### config.mk
export PLATFORM = sky130hd
export DESIGN_NAME = bus_fsm
export DESIGN_NICKNAME = d
export VERILOG_FILES = /design/src/soc_bus_pkg.sv /design/src/bus_fsm.sv
export VERILOG_INCLUDE_DIRS = /design/src
export SDC_FILE = /design/constraint.sdc
export NUM_CORES = 1
export LEC_CHECK = 0
export ABC_AREA = 1
export BUFFER_PORTS_ARGS = -buffer_cell sky130_fd_sc_hd__buf_4
export CAP_MARGIN = 20
export CORE_AREA = 10 10 184 186
export CTS_CLUSTER_SIZE = 14
export DETAILED_ROUTE_END_ITERATION = 8
export DIE_AREA = 0 0 194 196
export GPL_ROUTABILITY_DRIVEN = 0
export PLACE_DENSITY_LB_ADDON = 0.12
export SKIP_LAST_GASP = 1
export SYNTH_ARGS = -nofsm -noshare
export SYNTH_HDL_FRONTEND = slang
export SYNTH_SLANG_ARGS = --single-unit
### constraint.sdc
create_clock -name CLOCK_50 -period 14.3 [get_ports CLOCK_50]
set_input_delay 2.145 -clock CLOCK_50 [delete_from_list [all_inputs] [get_ports CLOCK_50]]
set_output_delay 2.145 -clock CLOCK_50 [all_outputs]
set_load 0.01 [all_outputs]
### src/soc_bus_macros.svh
`ifndef SOC_BUS_MACROS_SVH
`define SOC_BUS_MACROS_SVH

// processor port widths
`define BUS_ADDR_W 32
`define BUS_DATA_W 64

// on-chip RAM, 32-bit words
`define RAM_BASE  32'h8000_0000
`define RAM_WORDS 2048
`define RAM_BYTES (`RAM_WORDS * 4)

// machine timer registers
`define MTIME_ADDR     32'h0200_BFF8
`define MTIMECMP_ADDR  32'h0200_4000
`define MTIMECMP_RESET 64'h0000_0000_8000_0000
`define TIMER_TICK_DIV 50  // clocks per mtime tick

// interrupt controller window and register offsets
`define PLIC_BASE  32'h0C00_0000
`define PLIC_SIZE  32'h0040_0000
`define PLIC_OFF_W 22  // offset bits inside the window

`define PLIC_PENDING_OFF     32'h0000_1000
`define PLIC_ENABLE_OFF      32'h0000_2000
`define PLIC_ENABLE_CTX_STEP 32'h0000_0080  // enable block per context
`define PLIC_THRESHOLD_OFF   32'h0020_0000
`define PLIC_CLAIM_OFF       32'h0020_0004
`define PLIC_CTX_STEP        32'h0000_1000  // threshold/claim per context

// source 0 is reserved, external source is id 1
`define PLIC_SOURCES 6

`endif
### src/soc_bus_pkg.sv
`include "soc_bus_macros.svh"

package soc_bus_pkg;

    // bits [1:0] give the size, bit 2 marks an unsigned load
    typedef enum logic [2:0] {
        ls_lb  = 3'b000,
        ls_lh  = 3'b001,
        ls_lw  = 3'b010,
        ls_ld  = 3'b011,
        ls_lbu = 3'b100,
        ls_lhu = 3'b101,
        ls_lwu = 3'b110
    } ls_type_e;

    // stores share the signed load codes
    localparam ls_type_e ls_sb = ls_lb;
    localparam ls_type_e ls_sh = ls_lh;
    localparam ls_type_e ls_sw = ls_lw;
    localparam ls_type_e ls_sd = ls_ld;

    typedef struct packed {
        logic [`BUS_ADDR_W-1:0] addr;
        ls_type_e               ls_type;
        logic [`BUS_DATA_W-1:0] wdata;
        logic                   rd;
        logic                   wr;
    } bus_req_t;

    typedef struct packed {
        logic                   ram;
        logic                   mtime;
        logic                   mtimecmp;
        logic                   plic;
        logic [`PLIC_OFF_W-1:0] plic_off;  // byte offset from PLIC_BASE
    } target_sel_t;

    typedef struct packed {
        logic meip;
        logic msip;
        logic mtip;
    } irq_t;

endpackage

### src/bus_fsm.sv
`timescale 1ns/10ps
`include "soc_bus_macros.svh"

module bus_fsm import soc_bus_pkg::*; (
    input  logic                   CLOCK_50,
    input  logic                   KEY0,
    input  logic                   bus_read_enable,
    input  logic                   bus_write_enable,
    input  logic [`BUS_ADDR_W-1:0] bus_address,
    input  ls_type_e               bus_ls_type,
    input  logic [`BUS_DATA_W-1:0] bus_write_data,
    input  logic [31:0]            ram_word,
    input  logic [31:0]            plic_word,
    input  logic [`BUS_DATA_W-1:0] mtime,
    input  logic [`BUS_DATA_W-1:0] mtimecmp,
    output bus_req_t               req,
    output target_sel_t            sel,
    output logic                   strobe,
    output logic                   word_step,
    output logic [`BUS_DATA_W-1:0] bus_read_data,
    output logic                   bus_read_done,
    output logic                   bus_write_done
);

    typedef enum logic [1:0] {
        st_idle,
        st_serve,
        st_serve_hi
    } state_e;

    state_e                 state;
    logic                   accept;
    logic                   two_step;
    logic                   ext_fill;
    logic [`BUS_DATA_W-1:0] serve_data;

    function automatic target_sel_t decode(input logic [`BUS_ADDR_W-1:0] a);
        target_sel_t      s;
        logic [`BUS_ADDR_W-1:0] poff;
        s          = '0;
        poff       = a - `PLIC_BASE;
        s.ram      = (a >= `RAM_BASE) && (a < `RAM_BASE + `RAM_BYTES);
        s.mtime    = (a == `MTIME_ADDR);
        s.mtimecmp = (a == `MTIMECMP_ADDR);
        s.plic     = (a >= `PLIC_BASE) && (a < `PLIC_BASE + `PLIC_SIZE);
        s.plic_off = poff[`PLIC_OFF_W-1:0];
        return s;  // all zero for an unmapped address
    endfunction

    // new requests only when both done flags are high
    assign accept    = (state == st_idle) && (bus_read_enable || bus_write_enable);
    assign two_step  = sel.ram && (req.ls_type == ls_ld);  // ld and sd share the code
    assign strobe    = (state != st_idle);
    assign word_step = (state == st_serve_hi);

    // 32 to 64 bit extension, signed types only
    assign ext_fill = ram_word[31] & ~req.ls_type[2];

    always_comb begin
        serve_data = '0;  // unmapped reads return zero
        if (sel.ram) begin
            serve_data = {{32{ext_fill}}, ram_word};
        end else if (sel.mtime) begin
            serve_data = mtime;
        end else if (sel.mtimecmp) begin
            serve_data = mtimecmp;
        end else if (sel.plic) begin
            serve_data = {32'd0, plic_word};
        end
    end

    // request and decode held for the whole access
    always_ff @(posedge CLOCK_50) begin
        if (accept) begin
            req <= '{addr: bus_address, ls_type: bus_ls_type, wdata: bus_write_data,
                     rd: bus_read_enable, wr: bus_write_enable};
            sel <= decode(bus_address);
        end
    end

    always_ff @(posedge CLOCK_50 or negedge KEY0) begin
        if (!KEY0) begin
            state          <= st_idle;
            bus_read_done  <= 1'b1;
            bus_write_done <= 1'b1;
            bus_read_data  <= '0;
        end else begin
            case (state)
                st_idle: begin
                    if (accept) begin
                        state          <= st_serve;
                        bus_read_done  <= ~bus_read_enable;
                        bus_write_done <= ~bus_write_enable;
                    end
                end
                st_serve: begin
                    if (two_step) begin
                        state <= st_serve_hi;  // upper word next
                    end else begin
                        state          <= st_idle;
                        bus_read_done  <= 1'b1;
                        bus_write_done <= 1'b1;
                    end
                end
                st_serve_hi: begin
                    state          <= st_idle;
                    bus_read_done  <= 1'b1;
                    bus_write_done <= 1'b1;
                end
                default: state <= st_idle;
            endcase

            if (strobe && req.rd) begin
                if (!two_step) begin
                    bus_read_data <= serve_data;
                end else if (word_step) begin
                    bus_read_data[63:32] <= ram_word;  // high word second
                end else begin
                    bus_read_data[31:0] <= ram_word;
                end
            end
        end
    end

endmodule

After elaboration in Yosys (flattened, before gate mapping). Index checks and enable logic that the tools add are counted.

Bits in registers: 195. Input bits: 295. Output and inout port bits: 195. Logic and storage cells: 60.

$add $sub $neg: 1. Order comparisons: 4. Equal/unequal tests: 9. Muxes and demuxes: 15. Bitwise operators: 4. Reduce and logical (&&, ||, !) cells: 12.

Operator list (number): $mux W64 (4); $mux W32 (3); $eq A32 B26 Y1 const B (2); $ge A32 B28 Y1 const B (1); $ge A32 B32 Y1 const B (1); $lt A32 B28 Y1 const B (1); $lt A32 B32 Y1 const B (1); $sub A22 B1 Y22 const B (1); $ne A2 B2 Y1 const B (4); $pmux W1 S3 (2); $logic_and A1 B1 Y1 (5); $mux W2 (2); $pmux W2 S2 (1); $reduce_and A2 Y1 (2); $eq A3 B2 Y1 const B (1); $mux W1 (3); $not A1 Y1 (3); $reduce_and A3 Y1 (1); $reduce_bool A3 Y1 (1); $eq A2 B1 Y1 const B (1); $eq A2 B2 Y1 const B (1); $logic_not A2 Y1 (1); $reduce_bool A2 Y1 (1); $and A1 B1 Y1 (1); $logic_or A1 B1 Y1 (1).

Longest topological paths before layout. Gate-level depths: netlist of run 1.

Depth in word-level cells: 5. Gate-level depth with buffers: 9. Depth with buffers taken out: 8.

Worst setup path before layout of run 1. OpenSTA, ideal clock, no wires.

Kind: input to register. Start point: input port bus_write_enable. End point: register req[0] (netlist name) (enable). Library setup time: 0.571 ns. Arrival time: 6.594 ns. Required time: 13.729 ns. Slack: 7.135 ns. Stages: 2. Buffers on the path: 0. Cells stage by stage: nor2_1 > nor2_1.

Word-level cells in the longest chain between the ends: 2.

Ends and longest elaborated chain: from (decl) (line bus_fsm.sv:8) `input logic bus_write_enable,`; $logic_or A1 B1 Y1 (line bus_fsm.sv:51) `assign accept = (state == st_idle) && (bus_read_enable || bus_write_enable);`; $logic_and A1 B1 Y1 (line bus_fsm.sv:51); via accept (line bus_fsm.sv:32) `logic accept;`; to (signal assigned) (line bus_fsm.sv:75) `req <= '{addr: bus_address, ls_type: bus_ls_type, wdata: bus_write_data,`; to (decl) (line bus_fsm.sv:16) `output bus_req_t req,`.

The timed path passes the listed nets, and every way through them passes these cells. A chain may end at the register's enable or synchronous reset.

Worst setup path in the final report of run 1.
Start point: register sel[25] (netlist name). End point: output port sel[25] (netlist name).

RTL lines: from (decl) (line bus_fsm.sv:17) `output target_sel_t sel,`; from (signal assigned) (line bus_fsm.sv:77) `sel <= decode(bus_address);`.

No word-level cell between the ends.

==> results.py, run 1 <==
metrics = {
    "timing": {
        "setup_tns_ns": 0,
        "timing.final.crit_share_pct": 29.5,
        "setup_viol": 0,
        "clock.fmax_ghz": 0.237,
        "hold_viol_final": 0,
        "rsz0062_at_grt": "no",
        "worst_slack_ns": 10.08,
        "tightestPinTransition_ns": 1.04,
        "maxSlewHeadroom_pct": 30.4,
        "fin_crit_ns": 4.22,
        "finalClockSkew_ns": 0.0122,
        "finalMaxSlewViolations": 0,
    },
    "worst_setup_path": {
        "critical_path_arrival_ns": 2.08,
        "crit_path_start_kind": "register",
        "crit_buf_inv": 2,
        "critical_path_class": "reg2out",
        "crit_top_cell": "buf_4",
        "crit_fanout": 46,
        "reg2reg_depth": 8,
        "crit_cells": 2,
        "path_delay_family": "buffers and inverters",
        "crit_path_end_kind": "output port",
        "path_cells": "buf_4 > buf_4",
        "slowest_stage": "edfxtp_1",
        "reg2reg_to": "bus_read_data[62]",
        "crit_required_ns": 12.15,
        "r2r_slack_ns": 10.56,
        "slowest_delay_ns": 0.79,
        "reg2reg_from": "sel[25]",
    },
    "placement": {
        "hpwlAfterDp_mm": 30.2,
        "port_buffers": 489,
        "post-place-ws_ns": 10.07,
    },
    "global_routing": {
        "grt_max_degree": 84,
        "grt-ovfl-total": 0,
        "gr-usage-all-layers_pct": 19.8,
        "antenna_found_initial": 3,
        "first_global_vias": 8668,
        "grt_pass1_wl_mm": 57.2,
    },
    "die": {
        "die_area_um2": 38000,
        "placementRows": 64,
        "start_util_pct": 27.7,
        "ios": 490,
        "die_y_um": 196,
        "core_area_um2": 30300,
        "die_w_um": 194,
    },
    "yosys": {
        "postSynthCellCount": 951,
        "yosysWarningCount": 0,
        "ys_ff_latch": 173,
        "seq_area_frac_synth_pct": 57.9,
        "synthDistinctLibCells": 25,
        "syn_area_um2": 8380,
        "avgSynthCellArea_um2": 8.81,
        "synth_fp_nets": 1250,
    },
    "hold_path": {
        "min_path_cells": 2,
        "hp-class": "reg2reg",
        "min_to": "bus_read_data[35]",
        "hp-start": "bus_read_data[35]",
    },
    "pwr": {
        "power.switching_w": 0.000885,
        "peakVddDrop_uv": 96.2,
        "power_density_nw_per_um2": 178,
        "p_clk_share_pct": 21.5,
        "p_leak_nw": 6.26,
        "switching_share_pct": 39.1,
        "p_total_w": 0.00226,
        "p_comb_share_pct": 42.4,
        "intPower_w": 0.00138,
        "seqPwrFrac_pct": 36.2,
    },
    "clocking": {
        "cts_setup_buffers": 0,
        "clockBufferDepth": 2,
        "cts_tree": "done",
        "cts_sinks": 173,
        "cts_resized": 0,
        "cts-root-buf": "clkbuf_16",
        "h-tree-depth": 4,
        "clk_latency_ns": 0.44,
        "cts.reportedPaths.clkPinSlew_ns": 0.07,
        "cts_hold_buf": 0,
        "cts-buffers-inserted": 17,
    },
    "cells_and_area": {
        "final_common_cell": "buf_4",
        "layout_common_cells": "495 x buf_4, 331 x nand2_1, 189 x nand3_1, 105 x edfxtp_1, 66 x dfrtp_1",
        "finalNetCount": 1685,
        "final_core_util_pct": 42.1,
        "drive_gt1_share_pct": 39.0,
        "syn_to_final_growth_pct": 51.9,
    },
    "route": {
        "vias_per_cell": 4.55,
        "drt_iter0_markers": 486,
        "num_vias": 8181,
        "route.detailed.drc": 0,
        "firstDrtPassIters": 5,
        "ant_nets": 0,
        "wl_per_cell_um": 21.6,
        "wl_mm": 38.9,
    },
    "flow_run": {
        "max_cap_viol_count": 0,
    },
    "outcome": {
        "status": "complete, no violations",
    },
}
[cells in the mapped netlist]
| library cell | count | area [um2] |
|---|---|---|
| dfrtp_1 | 66 | 1650 |
| o21ai_1 | 23 | 115 |
| buf_4 | 26 | 195 |
| nand4_1 | 4 | 25.0 |
| ha_1 | 4 | 50.1 |
| nand2_1 | 331 | 1240 |
| nand2_2 | 5 | 31.3 |
| clkbuf_1 | 12 | 45.0 |
| nor2_2 | 2 | 12.5 |
| buf_2 | 33 | 165 |
| buf_1 | 1 | 3.75 |
| buf_6 | 7 | 78.8 |
| a21oi_1 | 5 | 25.0 |
| nand3b_1 | 2 | 15.0 |
| dfstp_2 | 2 | 52.6 |
| nand3_2 | 5 | 50.1 |
| nor2_1 | 64 | 240 |
| nand3_1 | 189 | 946 |
| nor2_4 | 3 | 33.8 |
| edfxtp_1 | 105 | 3150 |
| and3_1 | 1 | 6.26 |
| nor3_1 | 1 | 5.00 |
| o21ai_0 | 11 | 55.1 |
| inv_2 | 3 | 11.3 |
| inv_1 | 46 | 173 |
[per-stage QoR]
| step | instance area [um2] | instances | hold slack [ns] |
|---|---|---|---|
| 6_report | 12700 | 1798 | 0.483 |
| 5_1_grt | 12700 | 1795 | 0.517 |
| 4_1_cts | 12700 | 1795 | 0.493 |
| 3_5_place_dp | 12100 | 1763 | 0.468 |
| 3_3_place_gp | 12100 | 1763 | 0.466 |
| 2_1_floorplan | 8380 | 951 | 0.493 |
[power groups by stage]
stage	combinational, W	clock (W)	sequential, W
after global routing	0.00106	0.000520	0.000838
after floorplan	0.000423	0	0.000902
after global placement	0.000984	0	0.000825
after CTS	0.000989	0.000500	0.000821
final	0.000958	0.000485	0.000817
after detailed placement	0.000987	0	0.000827
[layer usage]
layer / wire, um / GRT usage (%) / vias to the layer above
met5: 0 / 0 / -
met3: 3590 / 8.46 / 24
li1: - / - / 3989
met1: 14900 / 22.0 / 3827
met4: 502 / 4.42 / 0
met2: 19900 / 34.4 / 341
[final cells by class]
class,count,area (um2)
diodes,3,7.51
clock buffers,17,425
clock inverters,15,179
fillers,3110,17500
inverters,49,184
multi-input cells,650,2870
flip-flops and latches,173,4860
well taps,396,495
repair buffers,495,3720
[worst reg2reg max path, cell delays in order, from the launching register on]
cell      delay, ns
edfxtp_1       0.79
buf_4          0.59
nand2_2        0.13
nor2_4         0.69
nand2_2        0.09
nand2_2        0.58
inv_2          0.51
nand3_1        0.19
nand2_1        0.07
[worst max-delay path by stage]
stage / start / endpoint / slack (ns)
5_1_grt: sel[25] / sel[25] / 9.88
3_5_place_dp: bus_write_enable / req[40] / 10.07
3_3_place_gp: bus_write_enable / req[17] / 10.10
4_1_cts: sel[25] / sel[25] / 10.03
2_1_floorplan: bus_write_enable / req[0] / 7.13
6_report: sel[25] / sel[25] / 10.08
[registers in the layout, summed over array words and instances (netlist names)]
| signal | flops |
|---|---|
| sel | 4 |
| bus_read_done | 1 |
| bus_write_done | 1 |
| req | 101 |
| bus_read_data | 64 |
| state | 2 |
[kinds of logic after synthesis]
group,Yosys count,synth area share (%)
AO/OA/AOI/OAI,39,2.33
buffers and inverters,128,8.02
flip-flops,173,57.9
AND/OR/NAND/NOR,607,31.1
adder cells (fa/ha/maj),4,0.597
Power figures use the tool's default switching activity.
==> run 2: changes to the inputs <==
==> constraint.sdc (replaced) <==
create_clock -name CLOCK_50 -period 3.4 [get_ports CLOCK_50]
set_input_delay 0.51 -clock CLOCK_50 [delete_from_list [all_inputs] [get_ports CLOCK_50]]
set_output_delay 0.51 -clock CLOCK_50 [all_outputs]
set_load 0.01 [all_outputs]
==> run 2 against run 1 <==
Net effect: core utilization up 0.26 points; largest cell class unchanged; critical path type unchanged; cell count increased by 0.28%; sequential share of layout area fell by 0.23 points; highest routed layer unchanged.
==> results.py, run 2 (synthesized netlist as in run 1, its figures left out) <==
metrics = {
    "timing": {
        "finalClockSkew_ns": 0.0140,
        "tightestPinTransition_ns": 0.968,
        "maxSlewHeadroom_pct": 35.5,
        "timing.final.crit_share_pct": 69.9,
        "rsz0062_at_grt": "no",
        "fin_crit_ns": 2.38,
        "clock.fmax_ghz": 0.421,
        "hold_viol_final": 0,
        "setup_tns_ns": 0,
        "setup_viol": 0,
        "finalMaxSlewViolations": 0,
    },
    "worst_setup_path": {
        "reg2reg_from": "sel[25]",
        "slowest_stage": "buf_4",
        "crit_required_ns": 2.89,
        "crit_fanout": 43,
        "crit_buf_inv": 3,
        "crit_path_end_kind": "output port",
        "slowest_delay_ns": 0.50,
        "crit_start": "sel[25]",
        "reg2reg_to": "bus_read_data[48]",
        "reg2reg_depth": 8,
        "r2r_slack_ns": 1.14,
        "setup.worst_path.end": "sel[25]",
        "path_cells": "buf_4 > buf_4 > buf_4",
        "crit_path_start_kind": "register",
        "path_delay_family": "buffers and inverters",
        "critical_path_class": "reg2out",
        "crit_top_cell": "buf_4",
        "critical_path_arrival_ns": 1.87,
        "crit_cells": 3,
    },
    "hold_path": {
        "hp-class": "in2async",
    },
    "pwr": {
        "power.switching_w": 0.00373,
        "seqPwrFrac_pct": 35.6,
        "p_clk_share_pct": 21.6,
        "switching_share_pct": 38.8,
        "p_comb_share_pct": 42.8,
        "power_density_nw_per_um2": 752,
        "peakVddDrop_uv": 354,
        "intPower_w": 0.00590,
        "p_leak_nw": 6.31,
    },
    "clocking": {
        "h-tree-depth": 4,
        "cts_setup_buffers": 0,
        "cts-root-buf": "clkbuf_16",
        "cts_tree": "done",
        "cts_sinks": 173,
        "cts_hold_buf": 0,
        "cts.reportedPaths.clkPinSlew_ns": 0.07,
        "clk_latency_ns": 0.43,
        "cts-buffers-inserted": 17,
        "clockBufferDepth": 2,
        "cts_resized": 0,
    },
    "global_routing": {
        "grt_max_degree": 106,
        "antenna_found_initial": 1,
        "first_global_vias": 8704,
        "use_met3_pct": 8.61,
        "grt_pass1_wl_mm": 56.9,
        "gr-usage-all-layers_pct": 19.6,
        "met1_usage_pct": 21.5,
        "grtUsageMet2_pct": 34.2,
        "grt-busiest-layer": "met2",
        "grt-ovfl-total": 0,
    },
    "die": {
        "die_y_um": 196,
        "ios": 490,
        "die_w_um": 194,
        "die_area_um2": 38000,
        "start_util_pct": 27.7,
        "placementRows": 64,
        "core_area_um2": 30300,
    },
    "cells_and_area": {
        "largest_reg_flops": 101,
        "drive_gt1_share_pct": 39.3,
        "largest_register": "req",
        "reg_top3": "req x101, bus_read_data x64, sel x4",
        "layout_common_cells": "500 x buf_4, 331 x nand2_1, 189 x nand3_1, 105 x edfxtp_1, 66 x dfrtp_1",
        "final_common_cell": "buf_4",
        "nFillCells": 3105,
        "syn_to_final_growth_pct": 52.8,
        "final_core_util_pct": 42.3,
        "finalNetCount": 1692,
    },
    "route": {
        "wl_per_cell_um": 21.6,
        "drt_iter0_markers": 615,
        "route.detailed.drc": 0,
        "num_vias": 8247,
        "wl_mm": 39.0,
        "ant_nets": 0,
        "firstDrtPassIters": 5,
        "vias_per_cell": 4.57,
    },
    "placement": {
        "port_buffers": 489,
        "hpwlAfterDp_mm": 30.5,
    },
    "outcome": {
        "status": "complete, no violations",
    },
    "flow_run": {
        "max_cap_viol_count": 0,
    },
}
[run 2: changes by cell type in the layout (fill, tap and decap cells not counted), sizes merged]
cell,delta
clkbuf,+1
clkinvlp,-1
bufinv,+1
buf,+7
inv,-1
diode,-2
[run 2: worst min path at each step]
| stage | startpoint | endpoint | slack (ns) | depth (start not counted) |
|---|---|---|---|---|
| floorplan | KEY0 | bus_read_data[0] | 0.21 | 0 |
| global placement | bus_read_data[32] | bus_read_data[32] | 0.47 | 2 |
| detailed placement | bus_read_data[41] | bus_read_data[41] | 0.47 | 2 |
| CTS | bus_write_data[20] | req[22] | 0.23 | 1 |
| global route | bus_write_data[37] | req[39] | 0.23 | 1 |
| finish | KEY0 | bus_read_data[13] | 0.20 | 1 |
[run 2: power by group through the flow]
stage / Sequential (W) / Combinational [W] / Clock, W
after floorplan: 0.00374 / 0.00179 / 0
after global placement: 0.00346 / 0.00419 / 0
after detailed placement: 0.00347 / 0.00420 / 0
after CTS: 0.00344 / 0.00421 / 0.00212
after global routing: 0.00352 / 0.00454 / 0.00219
final: 0.00343 / 0.00412 / 0.00208
[run 2: per-stage QoR]
| step | setup slack [ns] | cell area (um2) | instances | power [W] | hold slack, ns |
|---|---|---|---|---|---|
| 2_1_floorplan | 0.565 | 8390 | 951 | 0.00553 | 0.214 |
| 3_3_place_gp | 1.14 | 12200 | 1769 | 0.00765 | 0.465 |
| 3_5_place_dp | 1.08 | 12200 | 1769 | 0.00767 | 0.471 |
| 4_1_cts | 1.01 | 12800 | 1801 | 0.00977 | 0.233 |
| 5_1_grt | 0.916 | 12800 | 1802 | 0.0102 | 0.227 |
| 6_report | 1.02 | 12800 | 1803 | 0.00963 | 0.203 |
[run 2: layout make-up]
type,count,area [um2],share of cell area [%]
diodes,1,2.50,0.0195
clock buffers,18,429,3.35
clock inverters,14,181,1.42
inverters,49,184,1.44
multi-input cells,650,2870,22.4
flip-flops and latches,173,4860,37.9
well taps,396,495,3.87
repair buffers,502,3790,29.6
[run 2: metal layers]
layer	part of all wire, %	wire (um)
met5	0	0
met4	1.7	645
met3	10	4070
met2	50	19600
met1	38	14600
[run 2: worst register-to-register path: stages (launching register included)]
cell and delay, ns:
edfxtp_1 0.36, buf_4 0.29, nand2_2 0.11, nor2_4 0.43
nand2_2 0.10, nand2_2 0.27, inv_2 0.35, nand3_1 0.18
nand2_1 0.06
