<file path="config.mk">
export PLATFORM = sky130hd
export DESIGN_NAME = machine_timer
export DESIGN_NICKNAME = d
export VERILOG_FILES = /design/src/soc_bus_pkg.sv /design/src/machine_timer.sv
export VERILOG_INCLUDE_DIRS = /design/src
export SDC_FILE = /design/constraint.sdc
export NUM_CORES = 1
export LEC_CHECK = 0
export BUFFER_PORTS_ARGS = -buffer_cell sky130_fd_sc_hd__buf_2
export CORE_MARGIN = 1.5
export CORE_UTILIZATION = 56
export CTS_CLUSTER_SIZE = 30
export DETAILED_ROUTE_END_ITERATION = 10
export PLACE_DENSITY = 0.95
export SLEW_MARGIN = 20
export SYNTH_ARGS = -nofsm -noshare
export SYNTH_HDL_FRONTEND = slang
export SYNTH_SLANG_ARGS = --single-unit
</file>
<file path="constraint.sdc">
create_clock -name CLOCK_50 -period 3.16 [get_ports CLOCK_50]
set_input_delay 0.158 -clock CLOCK_50 [delete_from_list [all_inputs] [get_ports CLOCK_50]]
set_output_delay 0.158 -clock CLOCK_50 [all_outputs]
set_load 0.01 [all_outputs]
</file>
<file path="src/soc_bus_macros.svh">
`ifndef SOC_BUS_MACROS_SVH
`define SOC_BUS_MACROS_SVH

// processor port widths
`define BUS_ADDR_W 32
`define BUS_DATA_W 64

// on-chip RAM, 32-bit words
`define RAM_BASE  32'h8000_0000
`define RAM_WORDS 2048
`define RAM_BYTES (`RAM_WORDS * 4)

// machine timer registers
`define MTIME_ADDR     32'h0200_BFF8
`define MTIMECMP_ADDR  32'h0200_4000
`define MTIMECMP_RESET 64'h0000_0000_8000_0000
`define TIMER_TICK_DIV 50  // clocks per mtime tick

// interrupt controller window and register offsets
`define PLIC_BASE  32'h0C00_0000
`define PLIC_SIZE  32'h0040_0000
`define PLIC_OFF_W 22  // offset bits inside the window

`define PLIC_PENDING_OFF     32'h0000_1000
`define PLIC_ENABLE_OFF      32'h0000_2000
`define PLIC_ENABLE_CTX_STEP 32'h0000_0080  // enable block per context
`define PLIC_THRESHOLD_OFF   32'h0020_0000
`define PLIC_CLAIM_OFF       32'h0020_0004
`define PLIC_CTX_STEP        32'h0000_1000  // threshold/claim per context

// source 0 is reserved, external source is id 1
`define PLIC_SOURCES 6

`endif
</file>
<file path="src/soc_bus_pkg.sv">
`include "soc_bus_macros.svh"

package soc_bus_pkg;

    // bits [1:0] give the size, bit 2 marks an unsigned load
    typedef enum logic [2:0] {
        ls_lb  = 3'b000,
        ls_lh  = 3'b001,
        ls_lw  = 3'b010,
        ls_ld  = 3'b011,
        ls_lbu = 3'b100,
        ls_lhu = 3'b101,
        ls_lwu = 3'b110
    } ls_type_e;

    // stores share the signed load codes
    localparam ls_type_e ls_sb = ls_lb;
    localparam ls_type_e ls_sh = ls_lh;
    localparam ls_type_e ls_sw = ls_lw;
    localparam ls_type_e ls_sd = ls_ld;

    typedef struct packed {
        logic [`BUS_ADDR_W-1:0] addr;
        ls_type_e               ls_type;
        logic [`BUS_DATA_W-1:0] wdata;
        logic                   rd;
        logic                   wr;
    } bus_req_t;

    typedef struct packed {
        logic                   ram;
        logic                   mtime;
        logic                   mtimecmp;
        logic                   plic;
        logic [`PLIC_OFF_W-1:0] plic_off;  // byte offset from PLIC_BASE
    } target_sel_t;

    typedef struct packed {
        logic meip;
        logic msip;
        logic mtip;
    } irq_t;

endpackage

</file>
<file path="src/machine_timer.sv">
`timescale 1ns/10ps
`include "soc_bus_macros.svh"

module machine_timer import soc_bus_pkg::*; (
    input  logic                   CLOCK_50,
    input  logic                   KEY0,
    input  bus_req_t               req,
    input  target_sel_t            sel,
    input  logic                   strobe,
    output logic [`BUS_DATA_W-1:0] mtime,
    output logic [`BUS_DATA_W-1:0] mtimecmp,
    output logic                   mtip
);

    localparam int div_w = $clog2(`TIMER_TICK_DIV);

    logic [div_w-1:0] prescale;
    logic             tick;

    assign tick = (prescale == div_w'(`TIMER_TICK_DIV - 1));

    always_ff @(posedge CLOCK_50 or negedge KEY0) begin
        if (!KEY0) begin
            prescale <= '0;
            mtime    <= '0;
            mtimecmp <= `MTIMECMP_RESET;
            mtip     <= 1'b0;
        end else begin
            prescale <= tick ? '0 : prescale + 1'b1;
            if (strobe && req.wr && sel.mtime) begin
                mtime <= req.wdata;  // software write beats the tick
            end else if (tick) begin
                mtime <= mtime + 1'b1;
            end
            if (strobe && req.wr && sel.mtimecmp) begin
                mtimecmp <= req.wdata;
            end
            mtip <= (mtime >= mtimecmp);
        end
    end

endmodule

</file>
Word level (Yosys, flattened, before mapping)
Cells that the tools add are included.
Word-level totals
  flip-flop bits (word level): 135
  input bits: 130
  logic and storage cells: 15
Operators by class
  add/subtract/negate cells: 2
  $lt $le $gt $ge: 1
  equal/unequal tests: 1
  mux-type cells: 3
  reductions and logical operators: 4
Operator list (count)
  two-way mux 64 bit: 2
  adder 64 x 1 -> 64 bit (second input constant): 1
  >= comparator 64 bit: 1
  adder 6 x 1 -> 6 bit (second input constant): 1
  == test 6 bit (second input constant): 1
  two-way mux 6 bit: 1
  logical AND 1 bit: 3
  nonzero test 2 bit: 1

Logic depth before layout (Yosys ltp)
Gate-level depths: netlist of run 1.
  word-level depth: 3
  mapped depth: 10

Least setup slack after synthesis of run 1
Ideal clock, no wire load.
  path kind: register to register
  start point: register prescale[1]
  end point: register mtime[27]
  library setup time: 125 ps
  arrival time: 1873 ps
  path slack: 1163 ps
  stages on the path, launching flop included: 10
  buffers on the path: 1
  cell sequence: dfrtp_1 inv_1 ha_1 nand4b_4 nor4_4 and3_1 buf_4 nand4_1 xnor2_1 mux2_2
Between the ends
  cells in the longest elaborated chain, start to end: 2
RTL lines
  start, declared: line machine_timer.sv:17  | logic [div_w-1:0] prescale;
  start signal, assigned: line machine_timer.sv:29  | prescale <= tick ? '0 : prescale + 1'b1;
  == test 6 bit: line machine_timer.sv:20  | assign tick = (prescale == div_w'(`TIMER_TICK_DIV - 1));
  nonzero test 2 bit (no line)
  end signal, assigned: line machine_timer.sv:31  | mtime <= req.wdata;
  end signal, assigned: line machine_timer.sv:33  | mtime <= mtime + 1'b1;
  end, declared: line machine_timer.sv:10  | output logic [`BUS_DATA_W-1:0] mtime,
Every way passes these cells.
A chain may end at the register's enable or synchronous reset.

Worst setup path after layout of run 1
  start point: register prescale[1]
  end point: register mtime[58]
Same word-level chain as after synthesis.

==> summary.md, run 1 <==
| Metric | Value |
|---|---|
| Outcome | completed |
| Clock Latency Late Sink | 0.43 ns |
| CP arrival | 2.85 ns |
| Final cycle utilization of the critical path | 80.9% |
| Hold Startpoint | req[39] |
| ANT cells | 0 |
| Min-Delay Path Class | primary input to flop |
| Max-slew violations | 0 |
| Worst setup path start | prescale[1] |
| ANT nets after route | 0 |
| Floorplan row count | 43 |
| Worst r2r src | prescale[1] |
| Min Hold Slack | 0.0165 ns |
| Asr flop ratio synth | 100% |
| Drt initial violations | 527 |
| Least-Margin Pin Slew | 0.990 ns |
| Synthesized instance count | 809 |
| Mapped Area | 7910 sq um |
| Critical Path End Type | flop |
| Top_reg_cell synth | dfrtp_1 |
| Count of different cell masters after synthesis | 42 |
| Tot Pwr | 0.00610 W |
| RSZ-0062 raised after global routing | false |
| Fin crit period | 2.56 ns |
| Peak VDD IR | 352 uV |
| Post-synthesis net count | 1006 |
| Leak pwr | 4.90 nW |
| Final Hold Vio Count | 0 |
| CTS tree | yes |
| DR vias | 7201 |
| CP startpoint kind | flop |
| Area of the core | 13800 sq um |
| Rel. slew slack | 34.0% |
| Gr usage total | 30.7% |
| Via density | 5.71 |
| First-pass GRT wire length | 35000 um |
| Die W | 122 um |
| Max clock buf depth | 2 |
| Initial Utilization | 57.2% |
| WL final | 22300 um |
| Largest net degree at the start of global routing | 118 |
| Warnings from Yosys | 0 |
| Synth top area share | 42.4% |
| CTS buffer count | 17 |
| Area of the multi-input gates | 4160 sq um |
| CTS root buf | clkbuf_16 |
| Routed length per instance | 17.6 um |
| Initial antenna violation count | 0 |
| FMAX | 391 MHz |
| Register area | 3380 sq um |
| Clock Pin Slew Worst Setup and Hold Paths | 0.05 ns |
| Layout cells sized above 1 | 28.3% |
| Pre-antenna DRT Iters | 8 |
| Final-stage net count | 1266 |
| Die Footprint | 14800 sq um |
| Commonest non-fill, non-tap cells in the layout | buf_2, dfrtp_1, nand2_1 |
| Post-route core utilization | 74.5% |
| Setup violators final | 0 |
| Power density over the cells | 592 nW/um^2 |
| Commonest non-fill, non-tap cell in the layout | buf_2 |
| Setup Skew | 0.0122 ns |
| DRC viols | 0 |
| Post-DP HPWL | 14600 um |
| H-tree Lvls | 4 |
| Area leader, netlist | dfrtp_1 |
| CTS Sinks | 135 |
| Syn avg cell area | 9.77 sq um |
| Die height | 122 um |
| Flop and latch count out of synthesis | 135 |
| Congestion Overflow GR | 0 |
| Synth area leaders | dfrtp_1, ha_1, mux2_2 |
| Req. time, crit path | 3.45 ns |
| Setup TNS | 0 ns |
| Sequential share of the synthesized area | 42.7% |
| IO Count | 259 |
| Max Cap Viol | 0 |
| Number of port buffers | 198 |
| Gp weighted congestion | 0.853 |
| Post-CTS sizing | 0 |
| FILL cells | 869 |
| Area grow syn2layout | 30.3% |
| CP Class | flop to flop |
| Number of global-route vias before repair | 7224 |
| Worst-path fanout max | 14 |
| Number of synthesized flops with an enable pin | 0 |
==> routing by layer <==
metal  up-vias  global-route usage [%]  part of all wire [%]
met3        96                    7.02                   6.9
li1       3327                       -                     -
met1      3408                    35.0                    39
met4         0                    16.3                   4.1
met5         -                       0                     0
met2       370                    53.4                    50
==> cells in the mapped netlist, drive strengths merged (2+ instances only) <==
cell type and number:
and2 6, mux2 65, a211o 2, nand2 98, dfrtp 134, nand2b 2, xnor2 33, nand4b 2
nor2 36, o211ai 3, and4 10, xor2 34, nand3 37, nor3 13, a21oi 33, nand4 31
ha 67, o21ai 67, and3 17, nor4 8, a211oi 3, clkbuf 21, inv 71, buf 5
==> per-stage QoR <==
stage	setup slack (ns)	cell area [sq um]	cells
after global routing	0.423	10300	1262
after detailed placement	0.641	9070	1166
after floorplan	1.16	7910	809
after global placement	0.709	9070	1166
final	0.602	10300	1262
after CTS	0.572	10300	1261
==> report_power, final <==
part / switching [W] / internal (W) / leakage (nW)
sequential: 0.000378 / 0.00203 / 1.62
clock: 0.000717 / 0.00123 / 0.285
combinational: 0.000924 / 0.000817 / 3.00
total: 0.00202 / 0.00408 / 4.90
==> cell families (layout without fill, tap and decap cells) <==
family,count (synthesis),in the layout,share of synthesized area [%]
xor gates and xnor gates,67,67,7.42
adders and majority gates,67,67,10.6
DFF,135,135,42.7
buffers and inverters,97,370,4.86
muxes,66,66,9.38
and+or+nand+nor,264,264,17.4
AOI/OAI and AO/OA,113,113,7.64
==> path summary, 6_finish.rpt <==
| kind | endpoint | slack [ns] | cells after the start |
|---|---|---|---|
| hold / removal | mtimecmp[37] | 0.02 | 2 |
| setup / recovery | mtime[58] | 0.60 | 8 |
| min in group asynchronous | mtimecmp[56] | 0.43 | 2 |
| max in group asynchronous | mtimecmp[23] | 1.88 | 3 |
| hold reg to reg | prescale[0] | 0.49 | 1 |
| setup reg to reg | mtime[58] | 0.60 | 8 |
==> flip-flops by register name, indices dropped and copies added (netlist names) <==
register,cells
prescale,6
mtip,1
mtime,64
mtimecmp,64
==> area by class of cell <==
type	count	share of cell area (%)
Clock buffer	30	5.28
Multi-Input combinational cell	577	40.4
Tap cell	180	2.19
Clock inverter	2	0.340
Timing Repair Buffer	267	16.4
Inverter	71	2.59
Sequential cell	135	32.8
==> timing repair <==
action	4_1_cts	5_1_grt
setup buffers	0	0
hold buffers	63	0
hold endpoints to repair	233	0
==> critical path: stages, from the launching register on <==
cell	delay (ns)
dfrtp_1	0.39
inv_1	0.06
ha_1	0.18
nand4b_4	0.15
nor4_4	0.41
nand4_2	0.48
nor4_1	0.49
xnor2_1	0.17
o21ai_1	0.08
No activity file was read; power rests on OpenSTA's default activity.
==> run 2: changes to the inputs <==
- ABC_AREA: not set -> 1
- CORE_UTILIZATION: 56 -> 54
- PLACE_DENSITY: 0.95 -> 0.9
- clock period: 3.16 -> 2.5 ns (I/O delays scaled with it)
==> run 2 against run 1 <==
  * Fmax grew 25%
  * Core utilization shrank 5.1 points
  * Critical path type unchanged
  * Area after synthesis rose by 17%
  * Highest routed layer unchanged
  * Die area up 20%
  * Final area up 12%
  * Sequential share of layout area fell by 3.6 points
  * Sequential power rose by 24%
  * Clock power up 46%
  * Critical path depth increased by 3
  * Combinational power is 29% higher
  * Clock skew decreased by 0.0025 ns
  * Hold slack lost 0.012 ns
==> summary.md, run 2 <==
| Metric | Value |
|---|---|
| CTS root buf | clkbuf_16 |
| Setup TNS | 0 ns |
| Max Cap Viol | 0 |
| Flop and latch count out of synthesis | 135 |
| Outcome | completed |
| Die Footprint | 17900 sq um |
| Area of the core | 16600 sq um |
| Clock Latency Late Sink | 0.43 ns |
| FMAX | 490 MHz |
| Placed Area | 10500 sq um |
| Critical Path Max Stage Delay | 0.50 ns |
| Slowest CP cell | dfrtp_1 |
| Initial antenna violation count | 0 |
| Rel. slew slack | 55.0% |
| CTS tree | yes |
| Area leader, netlist | dfrtp_1 |
| Asr flop ratio synth | 100% |
| Post-DP HPWL | 20800 um |
| ANT nets after route | 0 |
| First-pass GRT wire length | 47000 um |
| WL final | 29500 um |
| Worst-path fanout max | 7 |
| IO Count | 259 |
| Final cycle utilization of the critical path | 81.6% |
| Sw frac | 34.6% |
| Layout cells sized above 1 | 18.0% |
| Clock Pin Slew Worst Setup and Hold Paths | 0.06 ns |
| Setup Skew | 0.00971 ns |
| Sequential share of the synthesized area | 36.6% |
| Drt initial violations | 740 |
| Power density over the cells | 700 nW/um^2 |
| ANT cells | 0 |
| Max-slew violations | 0 |
| Min-Delay Path Class | primary input to flop |
| Count of different cell masters after synthesis | 35 |
| Routed length per instance | 16.7 um |
| Final-stage net count | 1730 |
| Flop pwr share | 37.0% |
| CP arrival | 2.41 ns |
| Syn avg cell area | 7.11 sq um |
| Req. time, crit path | 2.87 ns |
| Post-synthesis net count | 1495 |
| Leak pwr | 6.02 nW |
| Number of global-route vias before repair | 9438 |
| Gr usage total | 33.5% |
| FILL cells | 1226 |
| Design area | 11500 sq um |
| Worst path cell trace | ha_1, nand2_1, nor2_1, nand2_1, nor2_1, nand2_1, nand3_1, nor2_1, nand2_1, nand2_1, nand2_1 |
| Area grow syn2layout | 25.2% |
| Mapped Area | 9220 sq um |
| Synth area leaders | dfrtp_1, nand2_1, ha_1 |
| Biggest regs | mtime (64), mtimecmp (64), prescale (6) |
| CTS buffer count | 17 |
| Share of total power in the clock network | 35.3% |
| CP Class | flop to flop |
| Pre-antenna DRT Iters | 6 |
| Commonest non-fill, non-tap cells in the layout | nand2_1, inv_1, buf_2 |
| CP Buf/Inv Count | 0 |
| Via density | 5.45 |
| Warnings from Yosys | 0 |
| Synth top area share | 36.4% |
| Critical Path End Type | flop |
| Gp weighted congestion | 1.02 |
| Number of port buffers | 198 |
| Max clock buf depth | 2 |
| Most frequent cells after synthesis | nand2_1, inv_1, dfrtp_1 |
| Least-Margin Pin Slew | 0.674 ns |
| Setup violators final | 0 |
| Tot Pwr | 0.00808 W |
| P_int | 0.00528 W |
| Initial Utilization | 55.4% |
| CTS Sinks | 135 |
| Power share of the combinational group | 27.7% |
| Die W | 134 um |
| H-tree Lvls | 4 |
| Peak VDD IR | 548 uV |
| Commonest non-fill, non-tap cell in the layout | nand2_1 |
| Congestion Overflow GR | 0 |
| Top delay family on crit path | simple AND/OR/NAND/NOR gates |
| Floorplan row count | 47 |
| Top_reg_cell synth | dfrtp_1 |
| Synthesized instance count | 1298 |
| CP most frequent cell | nand2_1 |
| CP startpoint kind | flop |
| DR vias | 9628 |
| Net Switching | 0.00280 W |
| RSZ-0062 raised after global routing | false |
| DRC viols | 0 |
| Final Hold Vio Count | 0 |
| Largest net degree at the start of global routing | 67 |
| Cell with the most instances after synthesis | nand2_1 |
| Number of synthesized flops with an enable pin | 0 |
| Die height | 134 um |
| Fin crit period | 2.04 ns |
-- run 2: kinds of logic after synthesis --
group | share of synthesized area, %
AO/OA/AOI/OAI | 11.6
XOR/XNOR | 4.18
adder cells (fa/ha/maj) | 9.09
buffers and inverters | 10.6
flip-flops | 36.6
AND/OR/NAND/NOR | 27.9
-- run 2: metrics by stage --
step	cells	hold WS (ns)	setup slack (ns)	utilization, %
2_1_floorplan	1298	-0.171	0.771	-
3_3_place_gp	1694	0.157	0.609	63.0
3_5_place_dp	1694	0.155	0.544	63.0
4_1_cts	1765	0.00123	0.521	69.3
5_1_grt	1766	0.0103	0.302	69.4
6_report	1766	0.00489	0.460	69.4
-- run 2: path summary, 6_finish.rpt --
| check | startpoint | to | slack (ns) | cells after the start |
|---|---|---|---|---|
| worst min-delay path | req[26] | mtimecmp[24] | 0.005 | 3 |
| worst min register to register | mtimecmp[10] | mtimecmp[10] | 0.51 | 2 |
| min in group asynchronous | KEY0 | prescale[2] | 0.27 | 2 |
| worst max-delay path | mtime[2] | mtip | 0.46 | 11 |
| max in group asynchronous | KEY0 | mtimecmp[31] | 1.44 | 3 |
| worst max register to register | mtime[2] | mtip | 0.46 | 11 |
-- run 2: final cells by class --
cell class              count  area [sq um]  share of cell area (%)
clock buffers              20           467                    4.04
clock inverters            12           196                    1.70
inverters                 224           841                    7.28
multi-input cells         907          4880                    42.3
flip-flops and latches    135          3380                    29.3
well taps                 220           275                    2.38
repair buffers            248          1510                    13.1
-- run 2: metal layers --
layer  up-vias  wire length (um)  global-route usage (%)  part of all wire, %
met5         -                 0                       0                    0
met4         0              1200                    15.5                  4.1
met3        94              2470                    6.32                  8.4
met2       515             14000                    56.2                   47
met1      4433             11800                    42.1                   40
li1       4586                 -                       -                    -
-- run 2: repair_timing --
action / 4_1_cts / 5_1_grt
endpoints found under the hold margin: 107 / 1
resized for setup: 0 / 0
setup buffers: 0 / 0
hold buffers: 39 / 1
-- run 2: tightest hold or removal path: cells and delay by family --
kind	cells	cell delay, ns
compound gates	1	0.09
buf+inv	2	0.17
-- run 2: power groups by stage --
| stage | Combinational (W) | Clock, W | Sequential, W |
|---|---|---|---|
| 2_1_floorplan | 0.00116 | 0 | 0.00306 |
| 3_3_place_gp | 0.00201 | 0 | 0.00299 |
| 3_5_place_dp | 0.00213 | 0 | 0.00300 |
| 4_1_cts | 0.00222 | 0.00285 | 0.00297 |
| 5_1_grt | 0.00252 | 0.00295 | 0.00303 |
| 6_report | 0.00224 | 0.00285 | 0.00299 |
==> run 3: changes to the inputs <==
- clock period: 2.5 -> 2 ns (I/O delays scaled with it)
==> run 3 against run 2 <==
  * Via count is 5.6% higher
  * Final area increased by 3.9%
  * Non-clock buffer count up 44
  * Sequential power is 25% higher
  * Combinational power up 34%
  * Hold slack gained 0.019 ns
  * Global-route usage grew 3.1 points
  * Die area unchanged
  * Sequential share of layout area shrank 1.0 points
  * Core utilization grew 2.7 points
  * Power up 26%
  * Worst setup slack got worse by 0.43 ns
  * Largest cell class unchanged
  * Largest power group unchanged
==> summary.md, run 3 (synthesized netlist as in run 2, its figures left out) <==
| Metric | Value |
|---|---|
| Peak VDD IR | 648 uV |
| Largest net degree at the start of global routing | 57 |
| CTS Sinks | 135 |
| Clock Pin Slew Worst Setup and Hold Paths | 0.07 ns |
| Pre-antenna DRT Iters | 6 |
| Worst-path fanout max | 4 |
| Area grow syn2layout | 30.1% |
| Area of the core | 16600 sq um |
| Placed Area | 10700 sq um |
| CTS root buf | clkbuf_16 |
| Least-Margin Pin Slew | 0.559 ns |
| CP Class | flop to flop |
| Hold Startpoint | req[55] |
| Number of global-route vias before repair | 10200 |
| DRC viols | 0 |
| Post-route core utilization | 72.1% |
| CTS tree | yes |
| Final cycle utilization of the critical path | 98.7% |
| Initial antenna violation count | 0 |
| Floorplan row count | 47 |
| Reg2reg setup slack | 0.03 ns |
| WL final | 32000 um |
| Design area | 12000 sq um |
| Layout cells sized above 1 | 19.9% |
| Post-DP HPWL | 21400 um |
| Power density over the cells | 848 nW/um^2 |
| Rel. slew slack | 62.7% |
| H-tree Lvls | 4 |
| Tot Pwr | 0.0102 W |
| Outcome | completed |
| RR Endpoint | mtip |
| Commonest non-fill, non-tap cells in the layout | nand2_1, inv_1, buf_2 |
| Final Hold Vio Count | 0 |
| Die height | 134 um |
| CTS buffer count | 17 |
| Worst r2r src | mtime[35] |
| Worst r2r path cells | 10 |
| CP arrival | 2.29 ns |
| Commonest non-fill, non-tap cell in the layout | nand2_1 |
| Max Cap Viol | 0 |
| Gp weighted congestion | 1.02 |
| Biggest regs | mtime (64), mtimecmp (64), prescale (6) |
| IO Count | 259 |
| Die Footprint | 17900 sq um |
| Drt initial violations | 1131 |
| Setup violators final | 0 |
| CP startpoint kind | flop |
| Max clock buf depth | 2 |
| FILL cells | 1182 |
| ANT cells | 0 |
| Via density | 5.62 |
| Req. time, crit path | 2.32 ns |
| First-pass GRT wire length | 51000 um |
| Clock Latency Late Sink | 0.45 ns |
| Hold endpoint | mtimecmp[53] |
| Setup Skew | 0.0140 ns |
| Congestion Overflow GR | 0 |
| Fin crit period | 1.97 ns |
| ANT nets after route | 0 |
| FMAX | 507 MHz |
| DR vias | 10200 |
| Routed length per instance | 17.7 um |
| Initial Utilization | 55.4% |
| Min-Delay Path Class | primary input to flop |
| Leak pwr | 6.21 nW |
| Critical Path End Type | flop |
| Number of port buffers | 198 |
| Die W | 134 um |
| Hold Path Depth | 3 |
| Gr usage total | 36.6% |
| Max-slew violations | 0 |
| Final-stage net count | 1774 |
-- run 3: stage by stage --
stage	cells	worst slack (ns)	hold slack (ns)	TNS (ns)
after floorplan	1298	0.271	-0.196	0
after global placement	1715	0.128	0.101	0
after CTS	1809	0.0492	0.0129	0
after global routing	1810	-0.00412	0.0452	-0.00678
final	1810	0.0267	0.0237	0
after detailed placement	1715	0.0749	0.109	0
-- run 3: routing by layer --
metal | global-route usage (%) | share of wire [%]
met1 | 42.7 | 38
met2 | 61.7 | 47
met3 | 8.87 | 8.8
met4 | 21.1 | 5.9
met5 | 0 | 0
-- run 3: critical path, cell delays in order (launching register included) --
cell and delay [ns]:
dfrtp_1 0.44, buf_4 0.18, ha_1 0.33, a21oi_1 0.19, o21ai_0 0.14, nand2_1 0.09, nand2_1 0.05, nand2_1 0.07
nand2_1 0.07, a21oi_1 0.19, nand2_1 0.09
-- run 3: area by class of cell --
cell class | count | area (sq um) | area share (%)
well taps | 220 | 275 | 2.29
clock inverters | 14 | 200 | 1.67
repair buffers | 292 | 1920 | 16.0
multi-input cells | 907 | 4940 | 41.2
flip-flops and latches | 135 | 3390 | 28.2
clock buffers | 18 | 429 | 3.58
inverters | 224 | 843 | 7.03
-- run 3: where the power goes --
group	leakage (nW)	internal, W	switching, W
clock	0.297	0.00209	0.00133
sequential	1.66	0.00316	0.000583
combinational	4.25	0.00123	0.00179
total	6.21	0.00648	0.00370
-- run 3: worst max path at each step --
stage,start,end,cells after the start
finish,mtime[35],mtip,10
global route,prescale[1],mtime[32],11
CTS,mtime[1],mtime[32],10
detailed placement,prescale[1],mtime[18],10
global placement,mtimecmp[31],mtip,12
floorplan,mtime[1],mtime[52],12
-- run 3: what timing repair did --
action | in CTS | in global routing
pin swaps | 0 | 2
hold endpoints to repair | 135 | 0
hold buffers | 62 | 0
buffers inserted | 0 | 1
resized for setup | 1 | 22
setup endpoints to repair | 1 | 31
